## config.mk

```make
export PLATFORM = sky130hd
export DESIGN_NAME = lane_alu_stage
export DESIGN_NICKNAME = d
export VERILOG_FILES = /design/src/rtl/lane_cfg_pkg.sv /design/src/rtl/lane_isa_pkg.sv /design/src/rtl/lane_alu_stage.sv
export SDC_FILE = /design/constraint.sdc
export NUM_CORES = 1
export LEC_CHECK = 0
export BUFFER_PORTS_ARGS = -buffer_cell sky130_fd_sc_hd__buf_2
export CORE_UTILIZATION = 35
export CTS_CLUSTER_DIAMETER = 40
export DETAILED_ROUTE_END_ITERATION = 10
export GPL_TIMING_DRIVEN = 0
export HOLD_SLACK_MARGIN = 0.06
export MAX_ROUTING_LAYER = met4
export PLACE_DENSITY = 0.56
export SYNTH_ARGS = -nofsm -noshare
export SYNTH_HDL_FRONTEND = slang
export SYNTH_SLANG_ARGS = --single-unit
```

## constraint.sdc

```tcl
create_clock -name clk_i -period 4.4 [get_ports clk_i]
set_input_delay 0.22 -clock clk_i [delete_from_list [all_inputs] [get_ports clk_i]]
set_output_delay 0.22 -clock clk_i [all_outputs]
set_load 0.02 [all_outputs]
```

## src/rtl/lane_cfg_pkg.sv

```systemverilog
package lane_cfg_pkg;

   // Storage geometry
   localparam int DATA_W    = 32;
   localparam int NUM_BYTES = 4;
   localparam int VRF_DEPTH = 64;
   localparam int REG_AW    = 6;
   localparam int WB_AW     = 8;

   // Region field sits in address bits 7..6
   localparam logic [1:0] REGION_VRF   = 2'd0;
   localparam logic [1:0] REGION_MASK  = 2'd1;
   localparam logic [1:0] REGION_ISSUE = 2'd2;

   //////////////////////////////////////////////////
   // Wishbone classic and host write request
   //////////////////////////////////////////////////
   typedef struct packed {
      logic              cyc;
      logic              stb;
      logic              we;
      logic [WB_AW-1:0]  adr;
      logic [DATA_W-1:0] dat;
   } wb_req_t;

   typedef struct packed {
      logic              ack;
      logic [DATA_W-1:0] dat;
   } wb_rsp_t;

   typedef struct packed {
      logic              valid;
      logic              is_mask;
      logic [REG_AW-1:0] idx;
      logic [DATA_W-1:0] data;
   } host_wr_t;

endpackage

```

## src/rtl/lane_isa_pkg.sv

```systemverilog
package lane_isa_pkg;

   typedef enum logic [2:0] {
      ALU_ADD = 3'd0,
      ALU_SUB = 3'd1,
      ALU_AND = 3'd2,
      ALU_OR  = 3'd3,
      ALU_XOR = 3'd4
   } alu_op_e;

   // Code 3 behaves as a word
   typedef enum logic [1:0] {
      SEW_BYTE = 2'd0,
      SEW_HALF = 2'd1,
      SEW_WORD = 2'd2
   } sew_e;

   localparam int CMD_W = 28;

   // Command word, first field is the top of the word
   typedef struct packed {
      logic [lane_cfg_pkg::REG_AW-1:0] vs2;
      logic [lane_cfg_pkg::REG_AW-1:0] vs1;
      logic [lane_cfg_pkg::REG_AW-1:0] vd;
      logic [1:0]                      vs2_idx;
      logic [1:0]                      vs1_idx;
      logic                            masked;
      sew_e                            sew;
      alu_op_e                         opcode;
   } lane_cmd_t;

   //////////////////////////////////////////////////
   // Stage payloads
   //////////////////////////////////////////////////
   typedef struct packed {
      logic                            valid;
      alu_op_e                         opcode;
      sew_e                            sew;
      logic                            masked;
      logic [lane_cfg_pkg::REG_AW-1:0] vd;
      logic [lane_cfg_pkg::DATA_W-1:0] op_a;
      logic [lane_cfg_pkg::DATA_W-1:0] op_b;
   } op_stage_t;

   typedef struct packed {
      logic                            valid;
      sew_e                            sew;
      logic                            masked;
      logic [lane_cfg_pkg::REG_AW-1:0] vd;
      logic [lane_cfg_pkg::DATA_W-1:0] result;
   } wb_stage_t;

endpackage

```

## src/rtl/lane_alu_stage.sv

```systemverilog
`timescale 1ns/1ps

module lane_alu_stage (
   input  logic                    clk_i,
   input  logic                    rst_i,
   input  lane_isa_pkg::op_stage_t op_i,
   output lane_isa_pkg::wb_stage_t res_o
);

   import lane_cfg_pkg::*;
   import lane_isa_pkg::*;

   wb_stage_t         res_d;
   wb_stage_t         res_q;
   logic [DATA_W-1:0] alu_out;

   // op_a comes from vs1, op_b from vs2
   always_comb begin
      case (op_i.opcode)
         ALU_ADD: alu_out = op_i.op_a + op_i.op_b;
         ALU_SUB: alu_out = op_i.op_a - op_i.op_b;
         ALU_AND: alu_out = op_i.op_a & op_i.op_b;
         ALU_OR:  alu_out = op_i.op_a | op_i.op_b;
         ALU_XOR: alu_out = op_i.op_a ^ op_i.op_b;
         default: alu_out = '0;
      endcase
   end

   always_comb begin
      res_d.valid  = op_i.valid;
      res_d.sew    = op_i.sew;
      res_d.masked = op_i.masked;
      res_d.vd     = op_i.vd;
      res_d.result = alu_out;
   end

   always_ff @(posedge clk_i) begin
      res_q <= res_d;
      if (!rst_i) begin
         res_q.valid <= 1'b0;
      end
   end

   assign res_o = res_q;

endmodule

```

==> impl_metrics.json <==
{
  "status": "finished, final reports clean",
  "synth_edf_count": 0,
  "start_util_pct": 36.0,
  "wl_mm": 15.6,
  "fin_ws_ns": 0.378,
  "timing.max_cap.violations": 0,
  "firstDrtPassIters": 5,
  "combPwrFrac_pct": 47.6,
  "clock-sinks": 42,
  "pin_count": 121,
  "setup_violations": 0,
  "fmaxAchievable_ghz": 0.249,
  "syn-cell-area_um2": 5040,
  "hold_class": "in2reg",
  "dr.first_iter.drc_count": 245,
  "max_slew_margin_pct": 15.2,
  "die_w_um": 122,
  "numPortBuffers": 120,
  "leakagePower_uw": 0.00303,
  "grt_pass1_wl_mm": 24.7,
  "p_sw_share_pct": 40.7,
  "hold_viol": 0,
  "crit_fanout": 8,
  "grt_pass1_vias": 4854,
  "post_drt_wl_per_cell_um": 16.4,
  "dpl_worst_slack_ns": -0.249,
  "routed_via_density": 5.40,
  "timing.final.crit_share_pct": 91.4,
  "pwr-share-seq_pct": 27.6,
  "critical_path_class": "in2reg",
  "drive_above_1_share_pct": 18.9,
  "final_nets": 947,
  "postRouteAntennaNets": 0,
  "numCtsBuffers": 5,
  "drc": 0,
  "cts_buffer_depth": 2,
  "critPathCaptureType": "flip-flop",
  "num_vias": 5139,
  "core-area_um2": 14000,
  "grt_overflow_total": 0,
  "hpwlAfterDp_mm": 12.3,
  "critPathLaunchType": "input port",
  "ys_seq_area_share_pct": 16.7,
  "yosysWarnings": 0,
  "worstMarginPinSlew_ns": 1.26,
  "cts_tree": "done",
  "syn_inst": 635,
  "die_h_um": 122,
  "largest_reg_flops": 42,
  "worstPathArrival_ns": 4.16,
  "clkPwrFrac_pct": 24.8,
  "gp_congestion": 0.948,
  "rows": 43,
  "cp.required_ns": 4.53,
  "intPower_uw": 946,
  "power.total_uw": 1590,
  "htree_levels": 2,
  "synthDistinctLibCells": 59,
  "clkTransAtPathRegs_ns": 0.07,
  "min_period_ns": 4.02,
  "synthFlopType": "dfxtp_1",
  "fillerInstances": 1450,
  "synth-async-reset-ratio_pct": 0,
  "ir_drop_mv": 0.138,
  "avgSynthCellArea_um2": 7.93,
  "areaGrowthSynthToFinish_pct": 21.3,
  "root_buffer": "clkbuf_16",
  "rsz0062_at_grt": "false",
  "p_sw_uw": 648,
  "syn-num-nets": 811,
  "grt_usage_pct": 22.0,
  "antenna_found_initial": 0,
  "diodes": 0,
  "p_per_area_nw_per_um2": 261,
  "die_area_um2": 14900,
  "ys_seq_elements": 42,
  "grt_max_degree": 16,
  "slew_viol_final": 0
}
-- repair_timing --
| action | in CTS | in global routing |
|---|---|---|
| hold buffers | 9 | 0 |
| hold endpoints to repair | 9 | 0 |
| resized for setup | 0 | 4 |
| setup buffers | 0 | 0 |
| setup endpoints to repair | 0 | 8 |
-- worst paths after layout --
check / from / endpoint / cells past startpoint
max: op_i[4] / res_o[30]$_DFF_P_ / 15
min: op_i[76] / res_o[41]$_SDFF_PN0_ / 2
-- layout make-up --
cell class | count | area (µm²) | area share (%)
plain buffers | 29 | 131 | 2.15
clock inverters | 3 | 25.0 | 0.409
repair buffers | 129 | 691 | 11.3
well taps | 180 | 225 | 3.68
flip-flops and latches | 42 | 841 | 13.8
inverters | 73 | 274 | 4.48
clock buffers | 5 | 125 | 2.05
multi-input cells | 491 | 3800 | 62.2
-- routing by layer --
layer / part of all wire (%) / global-route usage, %
met1: 48 / 28.8
met2: 46 / 35.2
met3: 4.4 / 3.00
met4: 1.5 / 5.94
met5: 0 / -
-- layout by cell type, fill, tap and decap left out, types with 16 or more instances in the layout --
| master | synthesis | final |
|---|---|---|
| clkbuf_1 | 26 | 25 |
| xnor2_1 | 44 | 44 |
| a22oi_1 | 29 | 29 |
| o21ai_0 | 29 | 29 |
| a21oi_1 | 34 | 34 |
| buf_2 | 0 | 120 |
| a21o_1 | 24 | 24 |
| nor2_1 | 31 | 31 |
| nand2_1 | 44 | 44 |
| inv_1 | 73 | 73 |
| ha_1 | 96 | 96 |
| dfxtp_1 | 42 | 42 |
| o221ai_1 | 16 | 16 |
-- synthesized netlist by cell type, drive strengths merged (4+ instances only) --
master	number	area share (%)
a31oi	10	1.4
ha	96	24
nand3	13	1.3
a22oi	29	4.3
nor3	13	1.3
nand2	44	3.3
nor2b	5	0.62
a211oi	4	0.60
nand4	7	0.87
clkbuf	28	2.5
xor2	9	1.6
o21ai	30	3.0
or4	5	0.82
a21oi	35	3.6
o22ai	12	1.5
inv	73	5.4
nor2	31	2.3
nand2b	6	0.75
or3	5	0.75
a21o	25	3.7
nand3b	4	0.67
nor4	4	0.79
dfxtp	42	17
o31ai	10	1.5
o221ai	16	2.8
o211ai	5	0.75
xnor2	45	8.0
-- kinds of logic (layout without fill, tap and decap cells) --
group           count (synthesis)  in the layout  synth area share, %
compound gates                193            193                 26.2
buf+inv                       102            239                 8.00
xor+xnor                       54             54                 9.54
fa+ha+maj                      97             97                 24.2
simple gates                  145            145                 15.0
flops                          42             42                 16.7
mux                             2              2                0.397
-- stage by stage --
stage / utilization, % / hold slack [ns] / cell area [µm²] / cells / setup TNS, ns
CTS: 43.6 / 0.121 / 6100 / 952 / 0
global route: 43.7 / 0.129 / 6110 / 952 / 0
floorplan: - / 0.248 / 5040 / 635 / 0
detailed placement: 41.9 / 0.324 / 5860 / 935 / -0.556
finish: 43.7 / 0.127 / 6110 / 952 / 0
global placement: 41.9 / 0.322 / 5860 / 935 / -0.419
-- power by group through the flow --
| stage | Sequential, µW | Clock, µW | Combinational (µW) |
|---|---|---|---|
| after floorplan | 515 | 0 | 455 |
| after global placement | 447 | 0 | 736 |
| after detailed placement | 448 | 0 | 746 |
| after CTS | 440 | 416 | 756 |
| after global routing | 446 | 425 | 847 |
| final | 440 | 395 | 760 |
-- worst max-delay path, cell delays in order --
cell and delay (ns):
buf_2 0.13, or3_4 0.40, nor3b_2 0.25, nand2_1 0.29, nor4_1 0.33, nand2_1 0.20, o21ai_0 0.29, xnor2_1 0.10
ha_1 0.27, clkbuf_1 0.27, nand4_1 0.18, or3_1 0.40, o21ai_0 0.40, mux2i_1 0.24, o2111ai_1 0.18
(Power assumes the default switching activity.)
