File: config.mk
export PLATFORM = sky130hd
export DESIGN_NAME = lane_operand_stage
export DESIGN_NICKNAME = d
export VERILOG_FILES = /design/src/rtl/lane_cfg_pkg.sv /design/src/rtl/lane_isa_pkg.sv /design/src/rtl/lane_operand_stage.sv
export SDC_FILE = /design/constraint.sdc
export NUM_CORES = 1
export LEC_CHECK = 0
export BUFFER_PORTS_ARGS = -buffer_cell sky130_fd_sc_hd__buf_2
export CORE_ASPECT_RATIO = 0.9
export CORE_MARGIN = 2
export CORE_UTILIZATION = 42
export CTS_CLUSTER_SIZE = 8
export DETAILED_ROUTE_END_ITERATION = 16
export GPL_ROUTABILITY_DRIVEN = 0
export GPL_TIMING_DRIVEN = 1
export HOLD_SLACK_MARGIN = 0.06
export PLACE_DENSITY = 0.79
export SYNTH_ARGS = -nofsm -noshare
export SYNTH_HDL_FRONTEND = slang
export SYNTH_SLANG_ARGS = --single-unit
File: constraint.sdc
create_clock -name clk_i -period 1.7 [get_ports clk_i]
set_clock_uncertainty 0.2 [all_clocks]
set_input_delay 0.085 -clock clk_i [delete_from_list [all_inputs] [get_ports clk_i]]
set_output_delay 0.085 -clock clk_i [all_outputs]
set_load 0.05 [all_outputs]
File: src/rtl/lane_cfg_pkg.sv
package lane_cfg_pkg;

   // Storage geometry
   localparam int DATA_W    = 32;
   localparam int NUM_BYTES = 4;
   localparam int VRF_DEPTH = 64;
   localparam int REG_AW    = 6;
   localparam int WB_AW     = 8;

   // Region field sits in address bits 7..6
   localparam logic [1:0] REGION_VRF   = 2'd0;
   localparam logic [1:0] REGION_MASK  = 2'd1;
   localparam logic [1:0] REGION_ISSUE = 2'd2;

   //////////////////////////////////////////////////
   // Wishbone classic and host write request
   //////////////////////////////////////////////////
   typedef struct packed {
      logic              cyc;
      logic              stb;
      logic              we;
      logic [WB_AW-1:0]  adr;
      logic [DATA_W-1:0] dat;
   } wb_req_t;

   typedef struct packed {
      logic              ack;
      logic [DATA_W-1:0] dat;
   } wb_rsp_t;

   typedef struct packed {
      logic              valid;
      logic              is_mask;
      logic [REG_AW-1:0] idx;
      logic [DATA_W-1:0] data;
   } host_wr_t;

endpackage

File: src/rtl/lane_isa_pkg.sv
package lane_isa_pkg;

   typedef enum logic [2:0] {
      ALU_ADD = 3'd0,
      ALU_SUB = 3'd1,
      ALU_AND = 3'd2,
      ALU_OR  = 3'd3,
      ALU_XOR = 3'd4
   } alu_op_e;

   // Code 3 behaves as a word
   typedef enum logic [1:0] {
      SEW_BYTE = 2'd0,
      SEW_HALF = 2'd1,
      SEW_WORD = 2'd2
   } sew_e;

   localparam int CMD_W = 28;

   // Command word, first field is the top of the word
   typedef struct packed {
      logic [lane_cfg_pkg::REG_AW-1:0] vs2;
      logic [lane_cfg_pkg::REG_AW-1:0] vs1;
      logic [lane_cfg_pkg::REG_AW-1:0] vd;
      logic [1:0]                      vs2_idx;
      logic [1:0]                      vs1_idx;
      logic                            masked;
      sew_e                            sew;
      alu_op_e                         opcode;
   } lane_cmd_t;

   //////////////////////////////////////////////////
   // Stage payloads
   //////////////////////////////////////////////////
   typedef struct packed {
      logic                            valid;
      alu_op_e                         opcode;
      sew_e                            sew;
      logic                            masked;
      logic [lane_cfg_pkg::REG_AW-1:0] vd;
      logic [lane_cfg_pkg::DATA_W-1:0] op_a;
      logic [lane_cfg_pkg::DATA_W-1:0] op_b;
   } op_stage_t;

   typedef struct packed {
      logic                            valid;
      sew_e                            sew;
      logic                            masked;
      logic [lane_cfg_pkg::REG_AW-1:0] vd;
      logic [lane_cfg_pkg::DATA_W-1:0] result;
   } wb_stage_t;

endpackage

File: src/rtl/lane_operand_stage.sv
`timescale 1ns/1ps

module lane_operand_stage (
   input  logic                               clk_i,
   input  logic                               rst_i,
   input  lane_isa_pkg::lane_cmd_t            issue_i,
   input  logic                               issue_vld_i,
   output logic [lane_cfg_pkg::REG_AW-1:0]    vs1_addr_o,
   output logic [lane_cfg_pkg::REG_AW-1:0]    vs2_addr_o,
   input  logic [lane_cfg_pkg::DATA_W-1:0]    vs1_word_i,
   input  logic [lane_cfg_pkg::DATA_W-1:0]    vs2_word_i,
   output lane_isa_pkg::op_stage_t            op_o
);

   import lane_cfg_pkg::*;
   import lane_isa_pkg::*;

   op_stage_t op_d;
   op_stage_t op_q;

   // Pick one element out of a word and zero-extend it
   function automatic logic [DATA_W-1:0] extract(logic [DATA_W-1:0] word, sew_e sew,
                                                 logic [1:0] idx);
      case (sew)
         SEW_BYTE: return {{(DATA_W-8){1'b0}}, word[idx*8 +: 8]};
         SEW_HALF: return {{(DATA_W-16){1'b0}}, word[idx[0]*16 +: 16]};
         default:  return word;
      endcase
   endfunction

   assign vs1_addr_o = issue_i.vs1;
   assign vs2_addr_o = issue_i.vs2;

   always_comb begin
      op_d.valid  = issue_vld_i;
      op_d.opcode = issue_i.opcode;
      op_d.sew    = issue_i.sew;
      op_d.masked = issue_i.masked;
      op_d.vd     = issue_i.vd;
      op_d.op_a   = extract(vs1_word_i, issue_i.sew, issue_i.vs1_idx);
      op_d.op_b   = extract(vs2_word_i, issue_i.sew, issue_i.vs2_idx);
   end

   // Operand register
   always_ff @(posedge clk_i) begin
      op_q <= op_d;
      if (!rst_i) begin
         op_q.valid <= 1'b0;
      end
   end

   assign op_o = op_q;

endmodule

==> impl_metrics.json, run 1 <==
{
  "status": "did not finish",
  "haltStage": "clock tree synthesis (4_1_cts)",
  "tool.error": "[ERROR RSZ-0060] Max buffer count reached.",
  "hpwl_um": 5980,
  "yosysWarningCount": 0,
  "die_height_um": 83.1,
  "synth.cell_area_sq_um": 2920,
  "root_buffer": "clkbuf_8",
  "syn_nets": 343,
  "port_buffers": 159,
  "clockBufferDepth": 2,
  "htreeDepth": 3,
  "yosysUniqueCellTypes": 22,
  "die_width_um": 91.9,
  "synth_edf_count": 0,
  "synth_ff_type": "dfxtp_1",
  "synth_top_area_share_pct": 52.7,
  "synth_common_cells": "dfxtp_1, a22o_1, and2_1",
  "yosysMostFrequentCell": "dfxtp_1",
  "ctsResizeCount": 0,
  "start_util_pct": 43.9,
  "yosysTopAreaCell": "dfxtp_1",
  "synth.yosys.seq_area_share_pct": 52.7,
  "clock-sinks": 77,
  "syn_inst": 248,
  "async_reset_ff_share_pct": 0,
  "ys_ff_latch": 77,
  "avgSynthCellArea_sq_um": 11.8,
  "hold_buffers": 101,
  "row_count": 28,
  "cts_made_buffers": 9,
  "io_pins": 184,
  "post_cts_buffers": 0,
  "yosys-top-cells-area": "dfxtp_1, a22o_1, mux4_2, and2_1, mux4_1"
}
-- cell families after synthesis --
group | after synthesis | synth area share [%]
buf+inv | 42 | 8.05
compound gates | 62 | 16.9
flops | 77 | 52.7
simple gates | 51 | 9.37
mux | 16 | 13.0
-- through the flow --
stage	cell area [sq um]	instances	setup slack, ns
global placement	3680	472	0.259
floorplan	2920	248	0.451
detailed placement	3680	472	0.222
==> inputs of run 2 (changes only) <==
Settings changed: CORE_ASPECT_RATIO 0.9 to default, CORE_UTILIZATION 42 to 30, CTS_CLUSTER_SIZE 8 to default, HOLD_SLACK_MARGIN 0.06 to default, PLACE_DENSITY 0.79 to default, PLACE_DENSITY_LB_ADDON from default to 0.15.
==> run 2 against run 1 <==
- the run now ends clean
- area after synthesis stayed put
- synthesized cell count stayed put
==> impl_metrics.json, run 2 <==
{
  "firstDrtPassIters": 4,
  "hold_viol_final": 0,
  "total_leakage_power_nw": 2.34,
  "cts_tree": "yes",
  "track_usage_pct": 16.9,
  "vias": 2892,
  "die_width_um": 103,
  "async_reset_ff_share_pct": 0,
  "htreeDepth": 3,
  "clockBufferDepth": 2,
  "cp-start-kind": "primary input",
  "worstMarginPinSlew_ns": 0.518,
  "via_per_inst": 4.57,
  "dieArea_sq_um": 10500,
  "grt_pass1_vias": 2668,
  "yosysUniqueCellTypes": 22,
  "clk_pin_slew_ns": 0.08,
  "min_path_type": "primary input to register",
  "yosys-top-cells-area": "dfxtp_1, a22o_1, mux4_2, and2_1, mux4_1",
  "syn_nets": 343,
  "synth.yosys.seq_area_share_pct": 52.7,
  "post_cts_buffers": 0,
  "drt_wl_total_um": 9400,
  "synth_top_area_share_pct": 52.7,
  "ys_ff_latch": 77,
  "diodes": 0,
  "die_height_um": 103,
  "tns_ns": 0,
  "drt-initial-drc-count": 107,
  "cts_made_buffers": 9,
  "grt_max_degree": 20,
  "final-setup-viol-count": 0,
  "regArea_sq_um": 1540,
  "drive_above_1_share_pct": 39.4,
  "rsz0062_at_grt": "false",
  "yosysWarningCount": 0,
  "fin_crit_sh_pct": 97.8,
  "avgSynthCellArea_sq_um": 11.8,
  "irDropWorstVdd_mv": 0.435,
  "status": "finished clean",
  "synth.cell_area_sq_um": 2920,
  "largest_reg_flops": 77,
  "most-common-layout-cells": "buf_2, dlygate4sd3_1, dfxtp_1",
  "io_pins": 184,
  "arrival_ns": 1.70,
  "layout_min_cycle_time_ns": 1.66,
  "grt_pass1_wl_um": 13300,
  "synth_ff_type": "dfxtp_1",
  "wl_per_cell_um": 14.8,
  "syn_inst": 248,
  "crit_required_ns": 1.74,
  "drv_slew": 0,
  "max_freq_ghz": 0.602,
  "maxCapViolCount": 0,
  "core_area_sq_um": 9590,
  "yosysMostFrequentCell": "dfxtp_1",
  "start_util_pct": 30.5,
  "port_buffers": 159,
  "synth_edf_count": 0,
  "drc_errors": 0,
  "endpoint_kind": "register",
  "clock-sinks": 77,
  "nNetsFinal": 590,
  "path_max_fanout": 3,
  "fin_util_pct": 51.7,
  "antenna_found_initial": 0,
  "row_count": 36,
  "area_growth_pct": 69.9,
  "fillers": 903,
  "gr-total-overflow": 0,
  "yosysTopAreaCell": "dfxtp_1",
  "synth_common_cells": "dfxtp_1, a22o_1, and2_1",
  "root_buffer": "clkbuf_8",
  "ant_nets": 0,
  "final_common_cell": "buf_2",
  "relSlewSlack_pct": 65.4,
  "critPathKind": "primary input to register",
  "hpwl_um": 6330,
  "power_density_nw_per_um2": 947,
  "multi_input_area_sq_um": 1150
}
## run 2: through the flow
stage / worst slack (ns) / std cells / total power, W / hold slack, ns / instance area [sq um]
3_5_place_dp: 0.223 / 516 / 0.00304 / -0.0294 / 3740
5_1_grt: 0.0187 / 633 / 0.00493 / 0.0199 / 4960
3_3_place_gp: 0.228 / 516 / 0.00303 / -0.0294 / 3740
4_1_cts: 0.0586 / 633 / 0.00475 / 0.00236 / 4960
2_1_floorplan: 0.451 / 248 / 0.00281 / -0.0873 / 2920
6_report: 0.0378 / 633 / 0.00470 / 0.00516 / 4960
## run 2: cells by family after synthesis
group | count (synthesis) | synth area share [%]
muxes | 16 | 13.0
buffers and inverters | 42 | 8.05
DFF | 77 | 52.7
AOI/OAI and AO/OA | 62 | 16.9
and+or+nand+nor | 51 | 9.37
## run 2: cell type report
cell class	count	area share, %
timing repair buffer	267	37.4
tap	133	3.35
clock inverter	6	1.41
multi-input combinational	129	23.1
clock buffer	10	2.77
inverter	11	0.832
sequential	77	31.0
## run 2: repair_timing
item,CTS,global route
gates resized for setup,0,1
hold buffers,101,0
endpoints found under the hold margin,89,0
endpoints found under the setup margin,0,3
## run 2: final timing paths
check | from | slack, ns | cells past startpoint | end
setup / recovery | vs1_word_i[10] | 0.04 | 5 | op_o[42]
hold / removal | issue_i[6] | 0.005 | 2 | op_o[36]
## run 2: where the power goes
part	leakage [nW]	switching [W]	internal [W]	total, W
registers	0.646	0.0000291	0.00193	0.00196
clock network	0.0951	0.000733	0.000726	0.00146
logic	1.59	0.000804	0.000480	0.00128
total	2.34	0.00157	0.00314	0.00470
## run 2: routing by layer
layer	track usage, %	routed length, um	part of all wire (%)	vias up
met5	0	0	0	-
met4	6.77	111	1.2	0
met3	3.32	662	7.0	9
met2	27.4	4470	48	144
met1	22.2	4160	44	1358
li1	-	-	-	1381
## run 2: worst max-delay path, cell delays in order
cell           delay (ns)
dlygate4sd3_1        0.54
buf_2                0.14
a22o_1               0.22
a22o_1               0.17
dlygate4sd3_1        0.54
Note: power is estimated with default switching activity, not from simulation.
