[src/rtl/lane_cfg_pkg.sv]
package lane_cfg_pkg;

   // Storage geometry
   localparam int DATA_W    = 32;
   localparam int NUM_BYTES = 4;
   localparam int VRF_DEPTH = 64;
   localparam int REG_AW    = 6;
   localparam int WB_AW     = 8;

   // Region field sits in address bits 7..6
   localparam logic [1:0] REGION_VRF   = 2'd0;
   localparam logic [1:0] REGION_MASK  = 2'd1;
   localparam logic [1:0] REGION_ISSUE = 2'd2;

   //////////////////////////////////////////////////
   // Wishbone classic and host write request
   //////////////////////////////////////////////////
   typedef struct packed {
      logic              cyc;
      logic              stb;
      logic              we;
      logic [WB_AW-1:0]  adr;
      logic [DATA_W-1:0] dat;
   } wb_req_t;

   typedef struct packed {
      logic              ack;
      logic [DATA_W-1:0] dat;
   } wb_rsp_t;

   typedef struct packed {
      logic              valid;
      logic              is_mask;
      logic [REG_AW-1:0] idx;
      logic [DATA_W-1:0] data;
   } host_wr_t;

endpackage

[src/rtl/lane_isa_pkg.sv]
package lane_isa_pkg;

   typedef enum logic [2:0] {
      ALU_ADD = 3'd0,
      ALU_SUB = 3'd1,
      ALU_AND = 3'd2,
      ALU_OR  = 3'd3,
      ALU_XOR = 3'd4
   } alu_op_e;

   // Code 3 behaves as a word
   typedef enum logic [1:0] {
      SEW_BYTE = 2'd0,
      SEW_HALF = 2'd1,
      SEW_WORD = 2'd2
   } sew_e;

   localparam int CMD_W = 28;

   // Command word, first field is the top of the word
   typedef struct packed {
      logic [lane_cfg_pkg::REG_AW-1:0] vs2;
      logic [lane_cfg_pkg::REG_AW-1:0] vs1;
      logic [lane_cfg_pkg::REG_AW-1:0] vd;
      logic [1:0]                      vs2_idx;
      logic [1:0]                      vs1_idx;
      logic                            masked;
      sew_e                            sew;
      alu_op_e                         opcode;
   } lane_cmd_t;

   //////////////////////////////////////////////////
   // Stage payloads
   //////////////////////////////////////////////////
   typedef struct packed {
      logic                            valid;
      alu_op_e                         opcode;
      sew_e                            sew;
      logic                            masked;
      logic [lane_cfg_pkg::REG_AW-1:0] vd;
      logic [lane_cfg_pkg::DATA_W-1:0] op_a;
      logic [lane_cfg_pkg::DATA_W-1:0] op_b;
   } op_stage_t;

   typedef struct packed {
      logic                            valid;
      sew_e                            sew;
      logic                            masked;
      logic [lane_cfg_pkg::REG_AW-1:0] vd;
      logic [lane_cfg_pkg::DATA_W-1:0] result;
   } wb_stage_t;

endpackage

[src/rtl/lane_wb_slave.sv]
`timescale 1ns/1ps

module lane_wb_slave (
   input  logic                               clk_i,
   input  logic                               rst_i,
   input  lane_cfg_pkg::wb_req_t              wb_i,
   output lane_cfg_pkg::wb_rsp_t              wb_o,
   output lane_cfg_pkg::host_wr_t             host_wr_o,
   input  logic                               host_gnt_i,
   output logic [lane_cfg_pkg::REG_AW-1:0]    host_raddr_o,
   input  logic [lane_cfg_pkg::DATA_W-1:0]    host_vrf_rdata_i,
   input  logic                               host_mask_rdata_i,
   output lane_isa_pkg::lane_cmd_t            issue_o,
   output logic                               issue_vld_o
);

   import lane_cfg_pkg::*;
   import lane_isa_pkg::*;

   logic [1:0]        region;
   logic              req;
   logic              reg_wr;
   logic              issue_wr;
   logic [DATA_W-1:0] rd_word;

   logic              ack_q;
   logic [DATA_W-1:0] rdata_q;
   logic              hw_vld_q;
   logic              hw_mask_q;
   logic [REG_AW-1:0] hw_idx_q;
   logic [DATA_W-1:0] hw_data_q;
   lane_cmd_t         issue_q;
   logic              issue_vld_q;

   //////////////////////////////////////////////////
   // Decode
   //////////////////////////////////////////////////
   assign region       = wb_i.adr[WB_AW-1 -: 2];
   assign host_raddr_o = wb_i.adr[REG_AW-1:0];

   // New transfer only when nothing is acked or waiting for a grant
   assign req      = wb_i.cyc & wb_i.stb & ~ack_q & ~hw_vld_q;
   assign reg_wr   = wb_i.we & ((region == REGION_VRF) | (region == REGION_MASK));
   assign issue_wr = wb_i.we & (region == REGION_ISSUE);

   always_comb begin
      case (region)
         REGION_VRF:  rd_word = host_vrf_rdata_i;
         REGION_MASK: rd_word = {{(DATA_W-1){1'b0}}, host_mask_rdata_i};
         default:     rd_word = '0;
      endcase
   end

   //////////////////////////////////////////////////
   // Ack, pending host write, issue valid
   //////////////////////////////////////////////////
   always_ff @(posedge clk_i) begin
      if (!rst_i) begin
         ack_q       <= 1'b0;
         hw_vld_q    <= 1'b0;
         issue_vld_q <= 1'b0;
      end else begin
         // Register writes wait for the writeback grant
         ack_q       <= (req & ~reg_wr) | (hw_vld_q & host_gnt_i);
         issue_vld_q <= req & issue_wr;
         if (req & reg_wr) begin
            hw_vld_q <= 1'b1;
         end else if (host_gnt_i) begin
            hw_vld_q <= 1'b0;
         end
      end
   end

   always_ff @(posedge clk_i) begin
      if (req) begin
         rdata_q   <= wb_i.we ? '0 : rd_word;
         hw_mask_q <= (region == REGION_MASK);
         hw_idx_q  <= wb_i.adr[REG_AW-1:0];
         hw_data_q <= wb_i.dat;
      end
      if (req & issue_wr) begin
         issue_q <= lane_cmd_t'(wb_i.dat[CMD_W-1:0]);
      end
   end

   assign wb_o.ack = ack_q;
   assign wb_o.dat = rdata_q;

   assign host_wr_o.valid   = hw_vld_q;
   assign host_wr_o.is_mask = hw_mask_q;
   assign host_wr_o.idx     = hw_idx_q;
   assign host_wr_o.data    = hw_data_q;

   assign issue_o     = issue_q;
   assign issue_vld_o = issue_vld_q;

endmodule

[config.mk]
export PLATFORM = sky130hd
export DESIGN_NAME = lane_wb_slave
export DESIGN_NICKNAME = d
export VERILOG_FILES = /design/src/rtl/lane_cfg_pkg.sv /design/src/rtl/lane_isa_pkg.sv /design/src/rtl/lane_wb_slave.sv
export SDC_FILE = /design/constraint.sdc
export NUM_CORES = 1
export LEC_CHECK = 0
export ABC_AREA = 1
export BUFFER_PORTS_ARGS = -buffer_cell sky130_fd_sc_hd__clkbuf_2
export CAP_MARGIN = 15
export CORE_MARGIN = 2
export CORE_UTILIZATION = 30
export DETAILED_ROUTE_END_ITERATION = 10
export HOLD_SLACK_MARGIN = 0.15
export PLACE_DENSITY_LB_ADDON = 0.3
export SYNTH_ARGS = -nofsm -noshare
export SYNTH_HDL_FRONTEND = slang
export SYNTH_SLANG_ARGS = --single-unit
export TNS_END_PERCENT = 20
[constraint.sdc]
create_clock -name clk_i -period 2.95 [get_ports clk_i]
set_clock_uncertainty 0.05 [all_clocks]
set_input_delay 0.4425 -clock clk_i [delete_from_list [all_inputs] [get_ports clk_i]]
set_output_delay 0.4425 -clock clk_i [all_outputs]
set_load 0.005 [all_outputs]
==> flow_metrics.py <==
metrics = {
    "critical_path": {
        "slowest_stage": "buf_4",
        "critPathBufInv": 2,
        "crit_chain": "nor2_1 -> nand2_1 -> inv_2 -> buf_4",
        "cp.arrival_ns": 1.54,
        "cp-end-kind": "flop",
        "start_kind": "flop",
        "cp_top_family": "buffers and inverters",
        "path_max_fanout": 38,
        "slowest_delay_ns": 0.43,
        "cp.required_ns": 2.87,
        "critPathKind": "reg -> reg",
    },
    "flow_run": {
        "cap_violations": 0,
    },
    "sta": {
        "fin_crit_sh_pct": 55.0,
        "hold_viol": 0,
        "whs_ns": 0.230,
        "timing.final.max_slew_violations": 0,
        "tns_ns": 0,
        "finalSetupViolations": 0,
        "fmax_ghz": 0.617,
        "rsz0062_at_grt": "false",
        "relSlewSlack_pct": 64.0,
        "worst_pin_slew_ns": 0.540,
        "fin_crit_ns": 1.62,
    },
    "floorplanning": {
        "die-area_um2": 12600,
        "start_util_pct": 30.8,
        "fp-row-count": 39,
        "io_pins": 187,
        "design.core.area_um2": 11400,
        "fp.dieW_um": 112,
        "die_h_um": 112,
    },
    "cells_and_area": {
        "drive_gt1_share_pct": 53.0,
        "n_fill_cell": 1141,
        "final_area_um2": 4800,
        "syn2layout_area_growth_pct": 36.3,
        "nets": 470,
        "antenna_cells": 0,
    },
    "clock_tree": {
        "cts_tree": "yes",
        "cts_resized": 0,
        "clock_sinks": 102,
        "cts-buffers-inserted": 9,
        "path_clk_slew_ns": 0.07,
        "root_buffer": "clkbuf_16",
        "h-tree-depth": 3,
        "clock_path_buffers": 2,
        "hold_buffers": 0,
        "clkLatencyLatePin_ns": 0.33,
        "cts_setup_buffers": 0,
    },
    "synth": {
        "synth_cell_type_count": 14,
        "syn_inst": 206,
        "ys_seq_elements": 102,
        "yosys_warnings": 0,
        "syn_nets": 285,
        "ys_seq_area_share_pct": 86.2,
        "synthesis.area_um2": 3520,
        "synth.avg_cell_area_um2": 17.1,
    },
    "place": {
        "place_area_um2": 4540,
        "gp_congestion": 0.726,
        "hpwlAfterDp_um": 5480,
        "portBuffers": 186,
    },
    "power_and_ir_drop": {
        "p_leak_uw": 0.00207,
        "p_per_area_nw_per_um2": 600,
        "ir_drop_v": 0.000231,
    },
    "min_path": {
        "hold_path.class": "in -> reg",
    },
    "detailed_routing": {
        "wire_per_inst_um": 14.0,
        "drt_iter0_markers": 66,
        "vias": 2239,
        "drc": 0,
        "routed_wl_um": 7560,
        "dr.pass1.iters": 5,
        "viasPerCell": 4.15,
        "antenna_left": 0,
    },
    "grt": {
        "antenna_found_initial": 0,
        "grtUsageTotal_pct": 11.8,
        "grt_pass1_vias": 2271,
        "grt_pass1_wl_um": 11300,
        "grt_max_degree": 39,
        "overflow": 0,
    },
    "run_status": {
        "status": "complete, no violations",
    },
}
metal layers:
layer	global-route usage (%)	up-vias	part of all wire, %
met4	3.90	0	0.98
met1	14.5	1052	41
li1	-	1081	-
met2	19.4	100	50
met5	0	-	0
met3	4.54	6	7.7
metrics by stage:
step / utilization, % / total power, µW / instances / setup WS [ns]
final: 42.0 / 2880 / 539 / 1.33
after CTS: 42.0 / 2920 / 539 / 1.34
after global routing: 42.0 / 3000 / 539 / 1.22
after floorplan: - / 1760 / 206 / 0.379
after global placement: 39.7 / 1860 / 523 / 1.18
after detailed placement: 39.7 / 1870 / 523 / 1.13
area by class of cell:
type / instances / area (µm²) / area share [%]
clock inverters: 4 / 23.8 / 0.496
multi-input cells: 81 / 342 / 7.12
repair buffers: 189 / 953 / 19.9
well taps: 143 / 179 / 3.73
clock buffers: 12 / 236 / 4.93
flip-flops and latches: 102 / 3030 / 63.2
inverters: 8 / 30.0 / 0.626
cells in the mapped netlist:
master	instances	area, µm²
a21oi_1	3	15.0
buf_4	13	97.6
buf_6	1	11.3
clkbuf_8	1	13.8
dfxtp_1	3	60.1
edfxtp_1	99	2970
inv_1	6	22.5
inv_2	2	7.51
nand2_1	36	135
nand2_4	1	11.3
nand3_1	4	20.0
nor2_1	31	116
nor2_2	5	31.3
nor3_1	1	5.00
registers in the layout, indices dropped and copies added (netlist names):
name,count
ack_q,1
hw_mask_q,1
hw_data_q,32
issue_vld_o,1
issue_o,28
hw_idx_q,6
rdata_q,32
hw_vld_q,1
cells in the final DEF, fill, tap and decap left out:
| master | Yosys | layout |
|---|---|---|
| clkbuf_2 | 0 | 186 |
| edfxtp_1 | 99 | 99 |
| nand2_1 | 36 | 36 |
| nor2_1 | 31 | 30 |
| clkbuf_16 | 0 | 9 |
| inv_1 | 6 | 5 |
| nor2_2 | 5 | 5 |
| nand3_1 | 4 | 4 |
| inv_2 | 2 | 3 |
| a21oi_1 | 3 | 3 |
| dfxtp_1 | 3 | 3 |
| clkbuf_1 | 0 | 3 |
| buf_4 | 13 | 3 |
| clkinv_1 | 0 | 2 |
| nor2_4 | 0 | 1 |
| nand2_4 | 1 | 1 |
| nor3_1 | 1 | 1 |
| clkinv_4 | 0 | 1 |
| clkinvlp_4 | 0 | 1 |
worst register-to-register path, stage by stage, from the launching register on:
cell     delay, ns
dfxtp_1       0.34
nor2_1        0.18
nand2_1       0.16
inv_2         0.08
buf_4         0.43
report_power, final:
group          switching [µW]  internal (µW)  leakage (µW)
Clock                     476            569      0.000122
Sequential               12.1           1640      0.000964
Combinational             101           78.5      0.000979
worst paths after layout:
path | cells after the start | from | end | slack, ns
worst max-delay path | 4 | hw_vld_q | hw_data_q[3] | 1.33
worst min-delay path | 1 | wb_i[28] | hw_data_q[28] | 0.23
worst max register to register | 4 | hw_vld_q | hw_data_q[3] | 1.33
worst min register to register | 2 | hw_vld_q | hw_vld_q | 0.46
kinds of logic after synthesis:
group / count (synthesis) / share of synthesized area (%)
flops: 102 / 86.2
simple gates: 78 / 9.06
compound gates: 3 / 0.426
buf+inv: 23 / 4.34
Note: power is estimated with default switching activity, not from simulation.
