==> config.mk <==
export PLATFORM = sky130hd
export DESIGN_NAME = lane_writeback
export DESIGN_NICKNAME = d
export VERILOG_FILES = /design/src/rtl/lane_cfg_pkg.sv /design/src/rtl/lane_isa_pkg.sv /design/src/rtl/lane_writeback.sv
export SDC_FILE = /design/constraint.sdc
export NUM_CORES = 1
export LEC_CHECK = 0
export ABC_AREA = 1
export BUFFER_PORTS_ARGS = -buffer_cell sky130_fd_sc_hd__buf_2
export CAP_MARGIN = 40
export CORE_ASPECT_RATIO = 1.75
export CORE_UTILIZATION = 23
export DETAILED_ROUTE_END_ITERATION = 16
export PLACE_DENSITY_LB_ADDON = 0.2
export SETUP_SLACK_MARGIN = 0.02
export SYNTH_ARGS = -nofsm -noshare
export SYNTH_HDL_FRONTEND = slang
export SYNTH_SLANG_ARGS = --single-unit
==> constraint.sdc <==
create_clock -name clk_i -period 0.8 [get_ports clk_i]
set_input_delay 0.08 -clock clk_i [delete_from_list [all_inputs] [get_ports clk_i]]
set_output_delay 0.08 -clock clk_i [all_outputs]
set_load 0.02 [all_outputs]
==> src/rtl/lane_cfg_pkg.sv <==
package lane_cfg_pkg;

   // Storage geometry
   localparam int DATA_W    = 32;
   localparam int NUM_BYTES = 4;
   localparam int VRF_DEPTH = 64;
   localparam int REG_AW    = 6;
   localparam int WB_AW     = 8;

   // Region field sits in address bits 7..6
   localparam logic [1:0] REGION_VRF   = 2'd0;
   localparam logic [1:0] REGION_MASK  = 2'd1;
   localparam logic [1:0] REGION_ISSUE = 2'd2;

   //////////////////////////////////////////////////
   // Wishbone classic and host write request
   //////////////////////////////////////////////////
   typedef struct packed {
      logic              cyc;
      logic              stb;
      logic              we;
      logic [WB_AW-1:0]  adr;
      logic [DATA_W-1:0] dat;
   } wb_req_t;

   typedef struct packed {
      logic              ack;
      logic [DATA_W-1:0] dat;
   } wb_rsp_t;

   typedef struct packed {
      logic              valid;
      logic              is_mask;
      logic [REG_AW-1:0] idx;
      logic [DATA_W-1:0] data;
   } host_wr_t;

endpackage

==> src/rtl/lane_isa_pkg.sv <==
package lane_isa_pkg;

   typedef enum logic [2:0] {
      ALU_ADD = 3'd0,
      ALU_SUB = 3'd1,
      ALU_AND = 3'd2,
      ALU_OR  = 3'd3,
      ALU_XOR = 3'd4
   } alu_op_e;

   // Code 3 behaves as a word
   typedef enum logic [1:0] {
      SEW_BYTE = 2'd0,
      SEW_HALF = 2'd1,
      SEW_WORD = 2'd2
   } sew_e;

   localparam int CMD_W = 28;

   // Command word, first field is the top of the word
   typedef struct packed {
      logic [lane_cfg_pkg::REG_AW-1:0] vs2;
      logic [lane_cfg_pkg::REG_AW-1:0] vs1;
      logic [lane_cfg_pkg::REG_AW-1:0] vd;
      logic [1:0]                      vs2_idx;
      logic [1:0]                      vs1_idx;
      logic                            masked;
      sew_e                            sew;
      alu_op_e                         opcode;
   } lane_cmd_t;

   //////////////////////////////////////////////////
   // Stage payloads
   //////////////////////////////////////////////////
   typedef struct packed {
      logic                            valid;
      alu_op_e                         opcode;
      sew_e                            sew;
      logic                            masked;
      logic [lane_cfg_pkg::REG_AW-1:0] vd;
      logic [lane_cfg_pkg::DATA_W-1:0] op_a;
      logic [lane_cfg_pkg::DATA_W-1:0] op_b;
   } op_stage_t;

   typedef struct packed {
      logic                            valid;
      sew_e                            sew;
      logic                            masked;
      logic [lane_cfg_pkg::REG_AW-1:0] vd;
      logic [lane_cfg_pkg::DATA_W-1:0] result;
   } wb_stage_t;

endpackage

==> src/rtl/lane_writeback.sv <==
`timescale 1ns/1ps

module lane_writeback (
   input  logic                                clk_i,
   input  logic                                rst_i,
   input  lane_isa_pkg::wb_stage_t             res_i,
   input  lane_cfg_pkg::host_wr_t              host_wr_i,
   output logic                                host_gnt_o,
   output logic [lane_cfg_pkg::REG_AW-1:0]     mask_raddr_o,
   input  logic                                mask_bit_i,
   output logic [lane_cfg_pkg::NUM_BYTES-1:0]  vrf_we_o,
   output logic [lane_cfg_pkg::REG_AW-1:0]     vrf_waddr_o,
   output logic [lane_cfg_pkg::DATA_W-1:0]     vrf_wdata_o,
   output logic                                mask_we_o,
   output logic [lane_cfg_pkg::REG_AW-1:0]     mask_waddr_o,
   output logic                                mask_wdata_o
);

   import lane_cfg_pkg::*;
   import lane_isa_pkg::*;

   logic [NUM_BYTES-1:0] lane_en;
   logic                 pipe_wr;
   logic                 host_take;
   logic                 gnt_q;

   assign mask_raddr_o = res_i.vd;

   // Element width sets the low lanes written
   always_comb begin
      case (res_i.sew)
         SEW_BYTE: lane_en = NUM_BYTES'(1);
         SEW_HALF: lane_en = NUM_BYTES'(3);
         default:  lane_en = '1;
      endcase
   end

   assign pipe_wr = res_i.valid & (~res_i.masked | mask_bit_i);

   // Host slot is any cycle without a pipeline result
   assign host_take = host_wr_i.valid & ~res_i.valid & ~gnt_q;

   //////////////////////////////////////////////////
   // Write port mux
   //////////////////////////////////////////////////
   always_comb begin
      if (res_i.valid) begin
         vrf_we_o    = pipe_wr ? lane_en : '0;
         vrf_waddr_o = res_i.vd;
         vrf_wdata_o = res_i.result;
      end else begin
         vrf_we_o    = {NUM_BYTES{host_take & ~host_wr_i.is_mask}};
         vrf_waddr_o = host_wr_i.idx;
         vrf_wdata_o = host_wr_i.data;
      end
   end

   assign mask_we_o    = host_take & host_wr_i.is_mask;
   assign mask_waddr_o = host_wr_i.idx;
   assign mask_wdata_o = host_wr_i.data[0];

   always_ff @(posedge clk_i) begin
      if (!rst_i) begin
         gnt_q <= 1'b0;
      end else begin
         gnt_q <= host_take;
      end
   end

   assign host_gnt_o = gnt_q;

endmodule

==> results of run 1 <==
-- kinds of logic (layout without fill, tap and decap cells) --
family | Yosys count | in the layout | share of synthesized area, %
AO/OA/AOI/OAI | 38 | 38 | 25.6
buffers and inverters | 66 | 189 | 43.7
flip-flops | 1 | 1 | 2.70
AND/OR/NAND/NOR | 51 | 51 | 28.0
-- stage by stage --
stage          hold slack (ps)  cell area [sq um]  setup slack [ps]  util [%]  instances
4_1_cts                    298               1530             -14.1      51.1        321
2_1_floorplan              185                753              -116         -        156
6_report                   300               1610             -44.5      53.8        321
3_3_place_gp               305               1400             -88.5      46.7        319
5_1_grt                    323               1610             -93.4      53.8        321
3_5_place_dp               298               1400              -100      46.7        319
-- cells in the final DEF (no fill, tap or decap), drive strengths merged --
master,netlist,routed
bufbuf,0,1
nand3,3,3
nor2,3,3
dfxtp,1,1
o21ai,38,38
buf,22,145
inv,43,43
nand2,45,45
-- final cells by class --
| cell class | count | area (sq um) | share of cell area, % |
|---|---|---|---|
| repair buffers | 146 | 918 | 57.0 |
| multi-input cells | 89 | 458 | 28.4 |
| inverters | 43 | 161 | 10.0 |
| well taps | 42 | 52.6 | 3.26 |
| flip-flops and latches | 1 | 21.3 | 1.32 |
-- repair_timing --
action / in CTS / in global routing
endpoints found under the setup margin: 36 / 36
gates cloned: 2 / 0
resized for setup: 39 / 39
pin swaps: 3 / 0
-- routing by layer --
layer  part of all wire (%)  up-vias
met4                    1.6        0
met2                     53       96
met1                     34      531
met5                      0        -
li1                       -      692
met3                     11        4
-- path summary, 6_finish.rpt --
path	from	endpoint	depth (start not counted)
worst max-delay path	host_gnt_o	vrf_we_o[3]	4
worst min-delay path	rst_i	host_gnt_o	3
worst max register to register	host_gnt_o	host_gnt_o	3
worst min register to register	host_gnt_o	host_gnt_o	3
-- power breakdown --
| part | switching [mW] | leakage, nW | internal [mW] |
|---|---|---|---|
| registers | 0.00184 | 0.00860 | 0.0534 |
| clock network | 0 | 0 | 0 |
| logic | 0.592 | 1.07 | 0.514 |
| total | 0.593 | 1.07 | 0.568 |
-- worst max-delay path: cells and delay by family (launching register included) --
family	cells	cell delay (ps)
and+or+nand+nor	3	340
DFF	1	310
buffers and inverters	1	120
==> results.md, run 1 <==
- IO Pins: 142
- Unrepaired setup endpoints after global routing: true
- Standard-cell rows: 26
- TritonRoute pass-1 iters: 3
- Clock-pin transition on the worst setup and hold timing paths: 0 ps
- DRT antenna net count: 0
- Tmin final: 845 ps
- Seq/Total Area, Yosys: 2.70%
- Final worst path period share: 106%
- Total global-route track usage: 15.4%
- Setup total negative slack: -170 ps
- Global placer's final weighted congestion: 0.753
- Largest cells by area after synthesis: sky130_fd_sc_hd__o21ai_0 26%, sky130_fd_sc_hd__nand2_1 23%, sky130_fd_sc_hd__inv_1 22%
- Largest register FFs: 1
- # Max-Cap Violations: 0
- Via-per-instance ratio: 4.12
- Area leader, netlist: sky130_fd_sc_hd__o21ai_0
- Startpoint-to-endpoint class of the critical path: reg2out
- First-pass GRT wire length: 4330 microns
- Max frequency: 1180 MHz
- Die ar.: 3470 sq um
- Summed instance area of the synthesized netlist: 742 sq um
- Routing usage on met2: 32.3%
- Slowest Stage Delay on Critical Path: 310 ps
- Post-layout net count: 366
- Clk Latency, worst-skew pair: 0 ps
- Gate Count Post-Synth: 156
- Count of unresolved DRC violations after routing: 0
- Pwr dens: 720 nW/um^2
- M3 GR Usage: 1.88%
- Post CTS Setup Buffer Count: 0
- Routing usage on met1: 14.3%
- Hold Fails Final Rpt: 0
- Number of global-route vias before repair: 1134
- Classification of the worst-slack hold path: in2reg
- Via total after detailed routing: 1323
- Chip width: 44.9 microns
- Share of final-layout standard cells stronger than drive strength 1: 57.7%
- Number of hold-repair buffers added at the cts stage: 0
- Most heavily used metal layer in global routing: met2
- Fill cell instance count of the final layout: 344
- Relative max-transition margin: 87.8%
- Aggregate routed wire length: 3060 microns
- Number of pins exceeding their max-slew limit in the final report: 0
- Count of antenna diodes in the layout: 0
- Share of Yosys cell area claimed by the top area cell type: 25.6%
- Cell with the most instances after synthesis: sky130_fd_sc_hd__nand2_1
- Worst Slack Setup Final: -44.5 ps
- Y dimension of the die: 77.1 microns
- Overall power of the completed layout: 1.16 mW
- Primary flip-flop cell chosen by synthesis mapping: sky130_fd_sc_hd__dfxtp_1
- Tightest Pin Transition: 182 ps
- Initial antenna violation count: 0
- Critical path endpoint category: output pin
- Leakage power figure: 1.07 nW
- DPL Wire Length: 2240 microns
- Synth Net Count: 241
- Number of enable-type register cells in the synthesized netlist: 0
- Top post-synthesis cells by count: 45 x sky130_fd_sc_hd__nand2_1, 43 x sky130_fd_sc_hd__inv_1, 38 x sky130_fd_sc_hd__o21ai_0
- GRT Residual Overflow: 0
- Setup violations, final: 8
- Average detailed-routed wire length per instance: 9.53 microns
- Register bit total from synthesis: 1
- Warnings from Yosys: 0
- Std-Cell Core Area: 2990 sq um
- IO buf count: 141
- Worst IR Drop VDD: 0.334 mV
- Flop2flop setup slack: 90 ps
- Setup crit start kind: register
- Proportion of register bits with asynchronous set or reset after synthesis: 0%
- Ordered cell list for the critical path: nor2_4 -> nand3_4 -> nand2_4 -> buf_6
- Mean Syn Cell Area: 4.76 sq um
- Initial Util: 24.8%
- Violations in the final reports: setup timing
- Library cells used by synthesis: 12
- Data arrival time at the worst-slack endpoint: 760 ps
- Synth-to-Final Area Change: 117%
- Starting DRC count in detailed routing: 6
- Largest fanout on the critical path: 3
- Worst path slowest cell: sky130_fd_sc_hd__dfxtp_2
- Outcome: finished, violations left
- Req. time, crit path: 720 ps
- Final clock skew: 0 ps
- Pin count of the biggest net entering global routing: 31
Note: power is estimated with default switching activity, not from simulation.
==> run 2, diff against run 1 <==
--- a/config.mk
+++ b/config.mk
@@ -11,6 +11,7 @@
 export CORE_ASPECT_RATIO = 1.75
 export CORE_UTILIZATION = 23
 export DETAILED_ROUTE_END_ITERATION = 16
+export GPL_TIMING_DRIVEN = 0
 export PLACE_DENSITY_LB_ADDON = 0.2
 export SETUP_SLACK_MARGIN = 0.02
 export SYNTH_ARGS = -nofsm -noshare
==> run 2 against run 1 <==
  * The flow still finishes with violations (setup timing)
  * First-iteration DRC count increased to 3.0 times the previous value
  * Combinational power barely moved
  * Final area is 5.5% higher
  * Setup slack worse by 16 ps
  * Final cell count increased by 5.9%
  * Largest cell class unchanged
  * Highest routed layer unchanged
==> results.md, run 2 (same netlist as run 1, synthesis figures left out) <==
- Outcome: finished, violations left
- Violations in the final reports: setup timing
- Req. time, crit path: 720 ps (about the same)
- Aggregate routed wire length: 3020 microns (-1.3%)
- Clock-pin transition on the worst setup and hold timing paths: 0 ps (unchanged)
- Largest register FFs: 1 (unchanged)
- Clk Latency, worst-skew pair: 0 ps (unchanged)
- Critical path endpoint category: output pin
- Number of hold-repair buffers added at the cts stage: 0 (unchanged)
- Chip width: 44.9 microns (unchanged)
- TritonRoute pass-1 iters: 4 (+1)
- Ordered cell list for the critical path: buf_12 -> buf_8 -> nor2_4 -> nand3_2 -> nand2_2 -> buf_6 -> buf_6
- Pwr dens: 702 nW/um^2 (-2.6%)
- Std-Cell Core Area: 2990 sq um (unchanged)
- Combinational group share of total power: 95.3% (about the same)
- Pin count of the biggest net entering global routing: 11 (-65%)
- Count of antenna diodes in the layout: 0 (unchanged)
- Startpoint-to-endpoint class of the critical path: in2out
- Number of global-route vias before repair: 1178 (+3.9%)
- GRT Residual Overflow: 0 (unchanged)
- Setup crit start kind: primary input
- DRT antenna net count: 0 (unchanged)
- Share of total power consumed by net switching: 50.0% (-1.1 points)
- Hold Fails Final Rpt: 0 (unchanged)
- Sequential share of power: 4.7% (about the same)
- Final core area utilization: 56.8% (+3.0 points)
- Setup slack at placement: -136 ps (-35.3 ps)
- Clock share of power: 0% (unchanged)
- Final worst path period share: 108% (+2.1 points)
- Setup total negative slack: -224 ps (-54.1 ps)
- Largest delay contributor family on the critical path: buffers and inverters
- Classification of the worst-slack hold path: in2reg
- Share of final-layout standard cells stronger than drive strength 1: 61.1% (+3.4 points)
- Worst IR Drop VDD: 0.352 mV (+5.3%)
- First-pass GRT wire length: 4440 microns (+2.7%)
- Internal: 596 uW (+5.0%)
- Most frequent cells in the layout: 116 x sky130_fd_sc_hd__buf_2, 44 x sky130_fd_sc_hd__nand2_1, 43 x sky130_fd_sc_hd__inv_1
- Y dimension of the die: 77.1 microns (unchanged)
- Global placer's final weighted congestion: 0.736 (-2.3%)
- Relative max-transition margin: 90.5% (+2.6 points)
- Initial antenna violation count: 0 (unchanged)
- # Max-Cap Violations: 0 (unchanged)
- Switching power of the nets: 597 uW (+0.61%)
- Worst path bufs/invs: 4 (+3)
- Tightest Pin Transition: 142 ps (-39.7 ps)
- Worst Slack Setup Final: -61.0 ps (-16.5 ps)
- Setup violations, final: 9 (+1)
- Largest fanout on the critical path: 8 (+5)
- Count of unresolved DRC violations after routing: 0 (unchanged)
- Synth-to-Final Area Change: 129%
- Number of pins exceeding their max-slew limit in the final report: 0 (unchanged)
- Max frequency: 1160 MHz (-1.9%)
- Leakage power figure: 1.15 nW (+6.9%)
- Via-per-instance ratio: 4.09 (-0.88%)
- Final clock skew: 0 ps (unchanged)
- Standard-cell rows: 26 (unchanged)
- Worst path slowest cell: sky130_fd_sc_hd__buf_8
- Die ar.: 3470 sq um (unchanged)
- IO Pins: 142 (unchanged)
- Unrepaired setup endpoints after global routing: true
- Most numerous cell on the critical path: sky130_fd_sc_hd__buf_6
- Initial Util: 24.8% (unchanged)
- Starting DRC count in detailed routing: 18 (+12)
- Average detailed-routed wire length per instance: 8.88 microns (-6.8%)
- Total global-route track usage: 15.9% (+0.53 points)
- Post-layout net count: 385 (+5.2%)
- IO buf count: 140 (-0.71%)
- Most frequent standard cell in the layout excluding fill and tap cells: sky130_fd_sc_hd__buf_2
- Slowest Stage Delay on Critical Path: 120 ps (-190 ps)
- Overall power of the completed layout: 1.19 mW (+2.7%)
- Via total after detailed routing: 1389 (+5.0%)
- Data arrival time at the worst-slack endpoint: 780 ps (+20 ps)
- Tmin final: 861 ps (+16.5 ps)
- DPL Wire Length: 2610 microns (+17%)
[run 2: cell count changes in the layout (fill, tap and decap cells not counted), moves of 2 or more]
cell | before | now
sky130_fd_sc_hd__buf_6 | 6 | 10
sky130_fd_sc_hd__o21ai_0 | 0 | 2
sky130_fd_sc_hd__nand2_2 | 6 | 1
sky130_fd_sc_hd__buf_2 | 113 | 116
sky130_fd_sc_hd__o21ai_1 | 34 | 24
sky130_fd_sc_hd__buf_12 | 3 | 1
sky130_fd_sc_hd__nand2_1 | 38 | 44
sky130_fd_sc_hd__buf_4 | 22 | 36
sky130_fd_sc_hd__o21ai_2 | 3 | 12
[run 2: routing by layer]
layer	GRT usage [%]	routed length (microns)
met1	12.7	942
met2	35.9	1670
met3	2.35	396
met4	0.909	14
met5	0	0
[run 2: what timing repair did]
item | in CTS | in global routing
pin swaps | 2 | 8
endpoints found under the setup margin | 29 | 36
resized for setup | 27 | 55
setup buffers | 0 | 2
[run 2: worst reg2reg max path, stage by stage (launching register included)]
cell	delay, ps
sky130_fd_sc_hd__dfxtp_2	310
sky130_fd_sc_hd__nor2_4	90
sky130_fd_sc_hd__nand2_1	110
sky130_fd_sc_hd__nor2_1	110
[run 2: final timing paths]
path                    from     endpoint  slack [ps]  cells after the start
setup / recovery   res_i[41]  vrf_we_o[3]         -60                      7
hold / removal         rst_i   host_gnt_o         300                      3
setup reg to reg  host_gnt_o   host_gnt_o         110                      3
hold reg to reg   host_gnt_o   host_gnt_o         590                      3
[run 2: power by group through the flow]
stage                     clock [mW]  sequential (mW)  combinational (mW)
final                              0           0.0555                1.14
after global routing               0           0.0559                1.23
after CTS                          0           0.0556                1.03
after detailed placement           0           0.0555               0.979
after global placement             0           0.0552               0.973
after floorplan                    0           0.0580               0.552
[run 2: metrics by stage]
stage / hold slack (ps) / cells / instance area (sq um)
global route: 328 / 340 / 1700
floorplan: 185 / 156 / 753
finish: 299 / 340 / 1700
CTS: 305 / 338 / 1560
detailed placement: 304 / 338 / 1510
global placement: 289 / 338 / 1510
[run 2: cell type report]
| type | count | area, sq um |
|---|---|---|
| buffer | 23 | 203 |
| fill | 340 | 1290 |
| inverter | 43 | 161 |
| multi-input combinational | 89 | 453 |
| sequential | 1 | 21.3 |
| tap | 42 | 52.6 |
| timing repair buffer | 142 | 810 |
==> run 3, diff against run 2 <==
--- a/config.mk
+++ b/config.mk
@@ -9,7 +9,9 @@
 export BUFFER_PORTS_ARGS = -buffer_cell sky130_fd_sc_hd__buf_2
 export CAP_MARGIN = 40
 export CORE_ASPECT_RATIO = 1.75
-export CORE_UTILIZATION = 23
+export CORE_MARGIN = 2
+export CORE_UTILIZATION = 28
+export CTS_CLUSTER_DIAMETER = 40
 export DETAILED_ROUTE_END_ITERATION = 16
 export GPL_TIMING_DRIVEN = 0
 export PLACE_DENSITY_LB_ADDON = 0.2
==> constraint.sdc (replaced) <==
create_clock -name clk_i -period 1 [get_ports clk_i]
set_input_delay 0.1 -clock clk_i [delete_from_list [all_inputs] [get_ports clk_i]]
set_output_delay 0.1 -clock clk_i [all_outputs]
set_load 0.02 [all_outputs]
==> run 3 against run 2 <==
  * The run now ends clean
  * Setup slack gained 160 ps
  * First-iteration DRC count down 56%
  * Critical path depth is the same
  * Via count is 1.9% lower
  * Clock skew stayed put
  * Sequential cell count stayed put
  * Total power fell by 31%
  * Sequential power down 20%
==> results.md, run 3 (same netlist as run 1, synthesis figures left out) <==
- Final clock skew: 0 ps (unchanged)
- Pin count of the biggest net entering global routing: 11 (unchanged)
- Total global-route track usage: 17.6% (+1.7 points)
- Placed Instances: 322 (-4.7%)
- Number of pins exceeding their max-slew limit in the final report: 0 (unchanged)
- Ordered cell list for the critical path: buf_6 -> buf_6 -> nor2_4 -> nand3_2 -> nand2_2 -> buf_4 -> buf_6
- Reg area: 21.3 sq um (unchanged)
- Worst IR Drop VDD: 0.321 mV (-8.8%)
- DPL Wire Length: 2700 microns (+3.4%)
- DRT antenna net count: 0 (unchanged)
- Count of unresolved DRC violations after routing: 0 (unchanged)
- Count of antenna diodes in the layout: 0 (unchanged)
- Synth-to-Final Area Change: 101%
- Slowest Stage Delay on Critical Path: 130 ps (about the same)
- Post-layout net count: 383 (-0.52%)
- Global placer's final weighted congestion: 0.771 (+4.8%)
- Number of hold-repair buffers added at the cts stage: 0 (unchanged)
- Final std cells w/o fill: 322 (-5.3%)
- Setup violations, final: 0 (-9)
- Setup crit start kind: primary input
- Relative max-transition margin: 89.4% (-1.1 points)
- Average detailed-routed wire length per instance: 9.16 microns (+3.2%)
- Chip width: 42.9 microns (-4.5%)
- Footprint of the multi-input gates: 400 sq um (-12%)
- Largest fanout on the critical path: 10 (+2)
- Starting DRC count in detailed routing: 8 (-10)
- Most frequent standard cell in the layout excluding fill and tap cells: sky130_fd_sc_hd__buf_2
- Overall power of the completed layout: 818 uW (-31%)
- Initial antenna violation count: 0 (unchanged)
- Leakage power figure: 1.08 nW (-5.7%)
- Via-per-instance ratio: 4.23 (+3.6%)
- GRT Residual Overflow: 0 (unchanged)
- Number of global-route vias before repair: 1227 (+4.2%)
- Startpoint of the lowest-slack register-to-register path: host_gnt_o
- Clock-pin transition on the worst setup and hold timing paths: 0 ps (unchanged)
- Hold slack final: 312 ps (+12.5 ps)
- Fill cell instance count of the final layout: 291 (-14%)
- Final worst path period share: 90.1%
- Max frequency: 1110 MHz
- Worst path slowest cell: sky130_fd_sc_hd__buf_6
- Pwr dens: 550 nW/um^2 (-22%)
- Most numerous cell on the critical path: sky130_fd_sc_hd__buf_6
- Most frequent cells in the layout: 144 x sky130_fd_sc_hd__buf_2, 44 x sky130_fd_sc_hd__nand2_1, 43 x sky130_fd_sc_hd__inv_1
- Aggregate routed wire length: 2950 microns (-2.3%)
- Startpoint-to-endpoint class of the critical path: in2out
- TritonRoute pass-1 iters: 4 (unchanged)
- Tightest Pin Transition: 158 ps (+15.6 ps)
- Classification of the worst-slack hold path: in2reg
- Data arrival time at the worst-slack endpoint: 800 ps (+20 ps)
- Via total after detailed routing: 1363 (-1.9%)
- Number of cells on the worst hold path: 3 (unchanged)
- First-pass GRT wire length: 4620 microns (+3.9%)
- Req. time, crit path: 900 ps (+180 ps)
- Critical path endpoint category: output pin
- Standard-cell rows: 24 (-7.7%)
- Std-Cell Core Area: 2490 sq um (-17%)
- R2R cell count: 3 (unchanged)
- CP startpoint: res_i[41]
- Clk Latency, worst-skew pair: 0 ps (unchanged)
- Initial Util: 29.8% (+5.0 points)
- Unrepaired setup endpoints after global routing: false
- Outcome: complete, no violations
- IO buf count: 140 (unchanged)
- Tmin final: 901 ps
- Y dimension of the die: 72.1 microns (-6.5%)
- Post CTS Setup Buffer Count: 0 (unchanged)
- Capturing point of the worst reg2reg path: host_gnt_o
- # Max-Cap Violations: 0 (unchanged)
- Share of final-layout standard cells stronger than drive strength 1: 56.4% (-4.7 points)
- IO Pins: 142 (unchanged)
- Flop2flop setup slack: 360 ps (+250 ps)
- Largest register FFs: 1 (unchanged)
- Critical path endpoint: vrf_we_o[3]
- Die ar.: 3090 sq um (-11%)
- Setup total negative slack: 0 ps (+224 ps)
- Hold Fails Final Rpt: 0 (unchanged)
==> run 3: cell count changes in the layout (fill, tap and decap cells not counted), sizes merged <==
cell | before | now
buf | 164 | 161
clkbuf | 1 | 2
==> run 3: worst max-delay path: cells and delay by family <==
kind,cells,cell delay (ps)
buffers and inverters,4,440
and+or+nand+nor,3,250
==> run 3: metrics by stage <==
stage	instance area, sq um	utilization, %	setup WS (ps)
2_1_floorplan	746	-	44.3
3_3_place_gp	1480	59.3	30.1
6_report	1490	59.7	98.8
5_1_grt	1490	59.7	31.9
3_5_place_dp	1480	59.3	20.6
4_1_cts	1480	59.4	41.4
==> run 3: worst min-delay path by stage <==
| stage | startpoint | endpoint |
|---|---|---|
| finish | rst_i | host_gnt_o |
| global placement | rst_i | host_gnt_o |
| global route | rst_i | host_gnt_o |
| CTS | rst_i | host_gnt_o |
| floorplan | rst_i | host_gnt_o |
| detailed placement | rst_i | host_gnt_o |
==> run 3: routing by layer <==
metal	up-vias	GRT usage, %	wire [microns]
li1	728	-	-
met1	548	16.4	967
met2	85	37.7	1620
met3	2	2.74	342
met4	0	3.13	24
met5	-	0	0
==> run 3: cell type report <==
type | count | area share, %
Timing Repair Buffer | 140 | 47.5
Multi-Input combinational cell | 89 | 26.9
Buffer | 23 | 11.1
Inverter | 43 | 10.8
Tap cell | 26 | 2.19
Sequential cell | 1 | 1.43
==> run 3: what timing repair did <==
action                                  4_1_cts  5_1_grt
gates resized for setup                       1        2
pin swaps                                     0        2
endpoints found under the setup margin        1        1
==> run 3: report_power, final <==
part	leakage, nW	switching (mW)	total [mW]	internal [mW]
combinational	1.07	0.437	0.774	0.337
clock	0	0	0	0
sequential	0.00860	0.00151	0.0443	0.0428
